--- config.mk ---
export PLATFORM = sky130hd
export DESIGN_NAME = trig_top
export DESIGN_NICKNAME = d
export VERILOG_FILES = /design/src/hw/trig_pkg.sv /design/src/hw/fifo_rd_if.sv /design/src/hw/trig_deser.sv /design/src/hw/tok_sync.sv /design/src/hw/tok_fifo.sv /design/src/hw/wb_regs.sv /design/src/hw/led_stretch.sv /design/src/hw/trig_top.sv
export SDC_FILE = /design/constraint.sdc
export NUM_CORES = 1
export LEC_CHECK = 0
export ABC_AREA = 1
export BUFFER_PORTS_ARGS = -buffer_cell sky130_fd_sc_hd__buf_2
export CAP_MARGIN = 20
export CORE_MARGIN = 2
export CORE_UTILIZATION = 50
export DETAILED_ROUTE_END_ITERATION = 8
export PLACE_DENSITY = 0.7
export SLEW_MARGIN = 20
export SYNTH_ARGS = -nofsm -noshare
export SYNTH_HDL_FRONTEND = slang
export SYNTH_SLANG_ARGS = --single-unit
--- constraint.sdc ---
create_clock -name CLK125 -period 2.3 [get_ports CLK125]
set_input_delay 0 -clock CLK125 [delete_from_list [all_inputs] [get_ports CLK125]]
set_output_delay 0 -clock CLK125 [all_outputs]
set_load 0.005 [all_outputs]
--- src/hw/trig_pkg.sv ---
package trig_pkg;

	//////////////////////////////
	// Token and record widths
	//////////////////////////////
	localparam int TOKEN_W = 10;
	typedef logic [TOKEN_W-1:0] token_t;

	// Record layout: 5'b10000, error bit, token
	localparam int REC_W = 16;
	typedef logic [REC_W-1:0] rec_t;

	// Comma word sent while no token is pending
	localparam rec_t LINK_IDLE = 16'h00BC;

	//////////////////////////////
	// Serial frame
	//////////////////////////////
	// Token bits plus parity after the start bit
	localparam int FRAME_LEN = 11;

	typedef enum logic {
		IDLE,
		SHIFT
	} deser_state_t;

	// Record buffer
	localparam int FIFO_DEPTH = 16;
	typedef logic [$clog2(FIFO_DEPTH+1)-1:0] cnt_t;

	// LED on-time after the last event, in CLK125 cycles
	localparam int LED_HOLD = 1000;

	//////////////////////////////
	// Wishbone register map
	//////////////////////////////
	typedef logic [31:0] wb_data_t;
	localparam logic [1:0] REG_CSR   = 2'd0;
	localparam logic [1:0] REG_COUNT = 2'd1;
	localparam logic [1:0] REG_DATA  = 2'd2;

endpackage

--- src/hw/fifo_rd_if.sv ---
`timescale 1ns/1ps

interface fifo_rd_if;
	import trig_pkg::*;

	// Oldest record, shown without waiting for pop
	rec_t rd_data;
	// Fill level, 0 to FIFO_DEPTH
	cnt_t count;
	logic empty;
	// Sticky, set by a push into a full buffer
	logic overflow;
	// One-cycle strobes from the register side
	logic pop;
	logic ovf_clr;

	// Record buffer side
	modport buffer (
		output rd_data, count, empty, overflow,
		input  pop, ovf_clr
	);

	// Register block side
	modport host (
		input  rd_data, count, empty, overflow,
		output pop, ovf_clr
	);

endinterface

--- src/hw/trig_deser.sv ---
`timescale 1ns/1ps

module trig_deser (
	input  logic             CLK125,
	input  logic             reset_i,
	input  logic             ser_trig_i,
	output logic             tok_valid_o,
	output trig_pkg::token_t token_o,
	output logic             tok_err_o
);
	import trig_pkg::*;

	deser_state_t state_q;
	// Counts frame bits after the start bit
	logic [$clog2(FRAME_LEN)-1:0] bit_cnt_q;
	token_t shift_q;
	logic last_bit;

	// Parity bit is on the line in this cycle
	assign last_bit = (int'(bit_cnt_q) == FRAME_LEN - 1);

	//////////////////////////////
	// Frame FSM
	//////////////////////////////
	always_ff @(posedge CLK125) begin
		if (reset_i) begin
			state_q     <= IDLE;
			bit_cnt_q   <= '0;
			tok_valid_o <= 1'b0;
			tok_err_o   <= 1'b0;
		end else begin
			// Strobes by default
			tok_valid_o <= 1'b0;
			tok_err_o   <= 1'b0;
			case (state_q)
				IDLE: begin
					// Start bit
					if (ser_trig_i) begin
						state_q   <= SHIFT;
						bit_cnt_q <= '0;
					end
				end
				SHIFT: begin
					bit_cnt_q <= bit_cnt_q + 1'b1;
					if (last_bit) begin
						// Back to IDLE, next start bit taken right away
						state_q     <= IDLE;
						tok_valid_o <= 1'b1;
						// Odd parity over token and parity bit
						tok_err_o   <= ~(^{shift_q, ser_trig_i});
					end
				end
				default: state_q <= IDLE;
			endcase
		end
	end

	// Token shifter, MSB arrives first
	always_ff @(posedge CLK125) begin
		if (state_q == SHIFT) begin
			shift_q <= {shift_q[TOKEN_W-2:0], ser_trig_i};
			// Shifter holds all 10 token bits while parity is sampled
			if (last_bit) begin
				token_o <= shift_q;
			end
		end
	end

	// One pulse per frame, frames are at least 12 cycles apart
	a_valid_single: assert property (@(posedge CLK125) disable iff (reset_i)
		tok_valid_o |=> !tok_valid_o);

endmodule

--- src/hw/tok_sync.sv ---
`timescale 1ns/1ps

module tok_sync (
	input  logic             CLK125,
	input  logic             reset_i,
	input  logic             tok_valid_i,
	input  trig_pkg::token_t token_i,
	input  logic             tok_err_i,
	input  logic             enable_i,
	input  logic             sw_inhibit_i,
	input  logic             inhibit_i,
	output trig_pkg::rec_t   link_data_o,
	output logic             link_kchar_o,
	output logic             rec_valid_o,
	output trig_pkg::rec_t   rec_o
);
	import trig_pkg::*;

	rec_t status_w;
	logic accept;

	// Status word, marker bits then error flag then token
	assign status_w = {5'b10000, tok_err_i, token_i};

	// Acquisition gate
	assign accept = enable_i & ~sw_inhibit_i & ~inhibit_i;

	// Link echo, comma unless a token just came in
	always_ff @(posedge CLK125) begin
		if (reset_i) begin
			link_data_o  <= LINK_IDLE;
			link_kchar_o <= 1'b1;
			rec_valid_o  <= 1'b0;
		end else if (tok_valid_i) begin
			link_data_o  <= status_w;
			link_kchar_o <= 1'b0;
			// Echo goes out regardless of the gate
			rec_valid_o  <= accept;
		end else begin
			link_data_o  <= LINK_IDLE;
			link_kchar_o <= 1'b1;
			rec_valid_o  <= 1'b0;
		end
	end

	// Record is the word on the link in the same cycle
	assign rec_o = link_data_o;

	// A record is never a comma
	a_rec_not_comma: assert property (@(posedge CLK125) disable iff (reset_i)
		rec_valid_o |-> !link_kchar_o);

endmodule

--- src/hw/tok_fifo.sv ---
`timescale 1ns/1ps

module tok_fifo (
	input  logic             CLK125,
	input  logic             reset_i,
	input  logic             rec_valid_i,
	input  trig_pkg::rec_t   rec_i,
	fifo_rd_if.buffer        rd
);
	import trig_pkg::*;

	rec_t mem [FIFO_DEPTH];
	// Depth is a power of two, pointers wrap by themselves
	logic [$clog2(FIFO_DEPTH)-1:0] wr_ptr_q;
	logic [$clog2(FIFO_DEPTH)-1:0] rd_ptr_q;
	cnt_t count_q;
	logic overflow_q;
	logic full;
	logic do_push;
	logic do_pop;

	assign full    = (count_q == cnt_t'(FIFO_DEPTH));
	// Full buffer drops the record
	assign do_push = rec_valid_i & ~full;
	// Pop on empty is ignored
	assign do_pop  = rd.pop & ~rd.empty;

	// Read side
	assign rd.rd_data  = mem[rd_ptr_q];
	assign rd.count    = count_q;
	assign rd.empty    = (count_q == '0);
	assign rd.overflow = overflow_q;

	// Storage
	always_ff @(posedge CLK125) begin
		if (do_push) begin
			mem[wr_ptr_q] <= rec_i;
		end
	end

	// Pointers, level and overflow flag
	always_ff @(posedge CLK125) begin
		if (reset_i) begin
			wr_ptr_q   <= '0;
			rd_ptr_q   <= '0;
			count_q    <= '0;
			overflow_q <= 1'b0;
		end else begin
			if (do_push) wr_ptr_q <= wr_ptr_q + 1'b1;
			if (do_pop) rd_ptr_q <= rd_ptr_q + 1'b1;
			// Push and pop together keep the level
			case ({do_push, do_pop})
				2'b10:   count_q <= count_q + 1'b1;
				2'b01:   count_q <= count_q - 1'b1;
				default: count_q <= count_q;
			endcase
			// New overflow wins over a clear in the same cycle
			if (rec_valid_i && full) overflow_q <= 1'b1;
			else if (rd.ovf_clr) overflow_q <= 1'b0;
		end
	end

	a_count_range: assert property (@(posedge CLK125) disable iff (reset_i)
		count_q <= cnt_t'(FIFO_DEPTH));

endmodule

--- src/hw/wb_regs.sv ---
`timescale 1ns/1ps

module wb_regs (
	input  logic               CLK125,
	input  logic               reset_i,
	input  logic               wb_cyc_i,
	input  logic               wb_stb_i,
	input  logic               wb_we_i,
	input  logic [1:0]         wb_adr_i,
	input  trig_pkg::wb_data_t wb_dat_i,
	output trig_pkg::wb_data_t wb_dat_o,
	output logic               wb_ack_o,
	output logic               enable_o,
	output logic               sw_inhibit_o,
	fifo_rd_if.host            rd
);
	import trig_pkg::*;

	logic req;
	logic csr_wr;
	wb_data_t rd_mux;

	// New request, cycle with ack already up is skipped
	assign req    = wb_cyc_i & wb_stb_i & ~wb_ack_o;
	assign csr_wr = req & wb_we_i & (wb_adr_i == REG_CSR);

	//////////////////////////////
	// Read mux
	//////////////////////////////
	always_comb begin
		rd_mux = '0;
		case (wb_adr_i)
			// overflow, sw_inhibit, enable
			REG_CSR:   rd_mux = wb_data_t'({rd.overflow, sw_inhibit_o, enable_o});
			REG_COUNT: rd_mux = wb_data_t'(rd.count);
			// Zero when nothing is buffered
			REG_DATA: begin
				if (!rd.empty) rd_mux = wb_data_t'(rd.rd_data);
			end
			default:   rd_mux = '0;
		endcase
	end

	//////////////////////////////
	// Bus cycle and control bits
	//////////////////////////////
	always_ff @(posedge CLK125) begin
		if (reset_i) begin
			wb_ack_o     <= 1'b0;
			enable_o     <= 1'b0;
			sw_inhibit_o <= 1'b0;
			rd.pop       <= 1'b0;
			rd.ovf_clr   <= 1'b0;
		end else begin
			// Fixed one-cycle latency
			wb_ack_o   <= req;
			// Pop lands with ack, data already latched
			rd.pop     <= req & ~wb_we_i & (wb_adr_i == REG_DATA) & ~rd.empty;
			// Write 1 to bit 2 clears overflow
			rd.ovf_clr <= csr_wr & wb_dat_i[2];
			if (csr_wr) begin
				enable_o     <= wb_dat_i[0];
				sw_inhibit_o <= wb_dat_i[1];
			end
			// COUNT and DATA writes fall through
		end
	end

	// Read data register
	always_ff @(posedge CLK125) begin
		if (req) begin
			wb_dat_o <= rd_mux;
		end
	end

	a_ack_after_stb: assert property (@(posedge CLK125) disable iff (reset_i)
		wb_ack_o |-> $past(wb_cyc_i && wb_stb_i));

endmodule

--- src/hw/led_stretch.sv ---
`timescale 1ns/1ps

module led_stretch (
	input  logic CLK125,
	input  logic reset_i,
	input  logic event_i,
	output logic led_o
);
	import trig_pkg::*;

	// Remaining on-time
	logic [$clog2(LED_HOLD+1)-1:0] hold_q;

	always_ff @(posedge CLK125) begin
		if (reset_i) begin
			hold_q <= '0;
		end else if (event_i) begin
			// Each event restarts the full hold
			hold_q <= LED_HOLD[$clog2(LED_HOLD+1)-1:0];
		end else if (hold_q != '0) begin
			hold_q <= hold_q - 1'b1;
		end
	end

	// Lit for LED_HOLD cycles after the last event
	assign led_o = (hold_q != '0);

endmodule

--- src/hw/trig_top.sv ---
`timescale 1ns/1ps

module trig_top (
	input  logic               CLK125,
	input  logic               reset_i,
	input  logic               ser_trig_i,
	input  logic               inhibit_i,
	input  logic               wb_cyc_i,
	input  logic               wb_stb_i,
	input  logic               wb_we_i,
	input  logic [1:0]         wb_adr_i,
	input  trig_pkg::wb_data_t wb_dat_i,
	output trig_pkg::wb_data_t wb_dat_o,
	output logic               wb_ack_o,
	output trig_pkg::rec_t     link_data_o,
	output logic               link_kchar_o,
	output logic               led_trig_o,
	output logic               led_err_o
);
	import trig_pkg::*;

	// Capture to sync
	logic   tok_valid;
	token_t token;
	logic   tok_err;
	// Sync to buffer
	logic   rec_valid;
	rec_t   rec;
	// Control bits from CSR
	logic   enable;
	logic   sw_inhibit;

	fifo_rd_if rd_if ();

	//////////////////////////////
	// Token pipeline
	//////////////////////////////
	trig_deser u_deser (
		.CLK125      (CLK125),
		.reset_i     (reset_i),
		.ser_trig_i  (ser_trig_i),
		.tok_valid_o (tok_valid),
		.token_o     (token),
		.tok_err_o   (tok_err)
	);

	tok_sync u_sync (
		.CLK125       (CLK125),
		.reset_i      (reset_i),
		.tok_valid_i  (tok_valid),
		.token_i      (token),
		.tok_err_i    (tok_err),
		.enable_i     (enable),
		.sw_inhibit_i (sw_inhibit),
		.inhibit_i    (inhibit_i),
		.link_data_o  (link_data_o),
		.link_kchar_o (link_kchar_o),
		.rec_valid_o  (rec_valid),
		.rec_o        (rec)
	);

	tok_fifo u_fifo (
		.CLK125      (CLK125),
		.reset_i     (reset_i),
		.rec_valid_i (rec_valid),
		.rec_i       (rec),
		.rd          (rd_if)
	);

	// Register access
	wb_regs u_regs (
		.CLK125       (CLK125),
		.reset_i      (reset_i),
		.wb_cyc_i     (wb_cyc_i),
		.wb_stb_i     (wb_stb_i),
		.wb_we_i      (wb_we_i),
		.wb_adr_i     (wb_adr_i),
		.wb_dat_i     (wb_dat_i),
		.wb_dat_o     (wb_dat_o),
		.wb_ack_o     (wb_ack_o),
		.enable_o     (enable),
		.sw_inhibit_o (sw_inhibit),
		.rd           (rd_if)
	);

	// Front panel LEDs
	led_stretch led_trig (
		.CLK125  (CLK125),
		.reset_i (reset_i),
		.event_i (tok_valid),
		.led_o   (led_trig_o)
	);

	// Error strobe only comes with a token
	led_stretch led_err (
		.CLK125  (CLK125),
		.reset_i (reset_i),
		.event_i (tok_err),
		.led_o   (led_err_o)
	);

endmodule

==> out/qor.yml <==
run_status:
  status: "completed"
cts:
  cts_made_buffers: 29
  numClockSinks: 288
  cts-root-buf: "clkbuf_16"
  tritoncts: "done"
  clk_pin_slew_worst_paths_ns: 0.06
  clk_latency_ns: 0.55
  cts_buffer_depth: 3
  htree_levels: 1
cells_and_area:
  final_common_cell: "edfxtp_1"
  area_delta_synth_final_pct: 13.8
  final_nets: 1137
  final_core_util_pct: 57.3
  final_cell_mix: "edfxtp_1 (224), nor2_1 (148), o21ai_0 (110)"
  diodes: 0
  filler_cell_count: 1925
  layout-drive-gt1-share_pct: 12.9
  layoutNonFillerInstCount: 1424
detailed_routing:
  viasPerCell: 5.34
  finalWirelength_um: 24800
  routedWlPerCell_um: 17.4
  first_pass_iters: 5
  num_vias: 7609
  remaining_drc_errors: 0
  drtIter0Drc: 685
  ant_nets: 0
power_and_ir_drop:
  intPower_mw: 8.88
  p_seq_share_pct: 50.6
  power_frac_comb_pct: 10.6
  clkPwrFrac_pct: 38.8
  swShare_pct: 23.5
  switchingPower_mw: 2.73
  ir_drop_mv: 0.895
  p_leak_nw: 4.80
  total_power_mw: 11.6
  power.density_mw_per_mm2: 870
worst_setup_path:
  worstSetupPathType: "flop to flop"
  r2r_setup_slack_ns: 0.1
  arrival_ns: 2.68
  crit_path_end_kind: "flop"
  r2r_start: "u_regs.wb_ack_o$_SDFF_PP0_"
  r2r_end: "u_regs.rd.ovf_clr$_SDFF_PP0_"
  cp-endpoint: "u_regs.rd.ovf_clr$_SDFF_PP0_"
  crit_start: "u_regs.wb_ack_o$_SDFF_PP0_"
  worstPathRequired_ns: 2.78
  start_kind: "flop"
  path_max_fanout: 4
  worstRegToRegCells: 8
timing:
  maxSlewViolCount: 0
  finalHoldViolCount: 0
  min_period_ns: 2.20
  rsz0062_at_grt: "no"
  setup_tns_ns: 0
  holdWs_ns: 0.0898
  maxSlewHeadroom_pct: 50.6
  skew_ns: 0.0176
  tightest_slew_ns: 0.740
  max_freq_mhz: 454
  setup_viol: 0
  min_period_over_period_pct: 95.7
yosys:
  synth-xor-area-share_pct: 1.27
  synth_flop_cell: "edfxtp_1"
  synth.cell_area_mm2: 0.0117
  yosys.area_share.adder_pct: 1.50
  yosysSeqAreaShare_pct: 68.4
  synth_edf_count: 224
  synthMuxAreaShare_pct: 0
  synthArstFlopShare_pct: 0
  yosysWarningCount: 0
  synth_compound_area_share_pct: 11.4
  synthCells: 1005
  avgSynthCellArea_um2: 11.7
  ys_types: 47
  synth_top_family_by_area: "compound AO/OA/AOI/OAI gates"
  synth-seq-cells: 288
  synthSimpleGateAreaFrac_pct: 11.2
global_routing:
  grt_overflow: 0
  antenna_found_initial: 0
  grt_pass1_wl_um: 37400
  grt_max_degree: 97
  grt_use_total_pct: 19.6
  grt_pass1_vias: 7010
floorplan:
  die_area_mm2: 0.0247
  initial_utilization_pct: 50.4
  io_pins: 93
  rows: 56
  die_w_um: 157
  fp.coreArea_mm2: 0.0233
  die_y_um: 157
place:
  hpwl_um: 14200
  routabilityCongestion: 0.776
  dp_cells: 1345
  io_buffers: 39
flow_run:
  max-cap-violations: 0
hold_path:
  hp-class: "input port to flop"
kinds of logic (layout without fill, tap and decap cells):
kind of cell	Yosys count	in the layout
and+or+nand+nor	304	304
buffers and inverters	142	219
adders and majority gates	14	14
AOI/OAI and AO/OA	239	239
DFF	288	288
other	1	24
xor gates and xnor gates	17	17
critical path, cell delays in order, from the launching register on:
cell and delay, ns:
dfxtp_1 0.31, nor2_1 0.17, buf_6 0.14, nand3_2 0.09, inv_1 0.10, nand2_1 0.05
dlygate4sd3_1 0.55, nor2_1 0.15, dlygate4sd3_1 0.58
power groups by stage:
stage	sequential [mW]	clock, mW	combinational, mW
finish	5.87	4.51	1.23
global route	5.89	4.78	1.42
CTS	5.87	4.58	1.22
detailed placement	5.98	0	1.20
global placement	5.98	0	1.16
floorplan	5.96	0	0.992
area by class of cell:
class                           instances  area (um2)  share of cell area, %
Tap cell                              319         399                   2.99
Inverter                               74         290                   2.18
Timing Repair Buffer                   91         662                   4.96
Multi-Input combinational cell        598        3070                   23.0
Clock inverter                         10        98.8                  0.741
Clock buffer                           44         811                   6.08
Sequential cell                       288        8010                   60.1
layer usage:
layer / share of wire, % / global-route usage, % / up-vias
li1: - / - / 3669
met1: 43 / 26.9 / 3650
met2: 48 / 32.8 / 246
met3: 6.0 / 2.95 / 44
met4: 2.6 / 5.71 / 0
met5: 0 / 0 / -
how the worst min path moves through the flow:
stage / startpoint / endpoint / slack, ns / depth (start not counted)
2_1_floorplan: inhibit_i / u_sync.rec_valid_o$_SDFF_PP0_ / 0.08 / 1
3_3_place_gp: inhibit_i / u_sync.rec_valid_o$_SDFF_PP0_ / 0.17 / 2
3_5_place_dp: inhibit_i / u_sync.rec_valid_o$_SDFF_PP0_ / 0.18 / 2
4_1_cts: wb_stb_i / u_regs.wb_dat_o[4]$_DFFE_PP_ / 0.002 / 4
5_1_grt: wb_cyc_i / u_regs.wb_dat_o[1]$_DFFE_PP_ / 0.09 / 5
6_report: wb_cyc_i / u_regs.wb_dat_o[1]$_DFFE_PP_ / 0.09 / 5
registers in the layout (all words and copies together), names as in the netlist, 4 cells and up, named ones only:
| signal | flops |
|---|---|
| u_deser.shift_q | 10 |
| u_deser.token_o | 10 |
| u_sync.link_data_o | 12 |
| u_fifo.mem | 192 |
| led_trig.hold_q | 10 |
| u_deser.bit_cnt_q | 4 |
| u_regs.wb_dat_o | 12 |
| u_fifo.rd.count | 5 |
| u_fifo.wr_ptr_q | 4 |
| u_fifo.rd_ptr_q | 4 |
| led_err.hold_q | 10 |
cells in the mapped netlist (4+ instances only):
master,n,area share (%)
a21oi_1,41,1.8
nand4_1,10,0.53
buf_4,29,1.9
o22ai_1,26,1.4
xor2_1,8,0.60
inv_1,67,2.1
nor3_1,8,0.34
nand2_1,83,2.7
clkbuf_1,10,0.32
inv_2,4,0.13
or2_2,6,0.32
o221ai_1,18,1.3
nor2_2,4,0.21
dfxtp_1,64,11
o211ai_1,5,0.32
o21ai_1,28,1.2
buf_2,20,0.85
edfxtp_1,224,57
o21ai_0,111,4.7
nand3_1,28,1.2
xnor2_1,9,0.67
ha_1,14,1.5
nor2_1,148,4.7
timing repair:
item | in CTS | in global routing
gates resized for setup | 0 | 4
hold buffers | 17 | 2
hold endpoints to repair | 27 | 4
setup buffers | 0 | 6
setup endpoints to repair | 0 | 3
stage by stage:
step	setup WS, ns	instance area, um2
floorplan	0.482	11800
global placement	0.309	12200
detailed placement	0.278	12200
CTS	0.0495	13300
global route	0.0423	13300
finish	0.0982	13300
(Power assumes the default switching activity.)
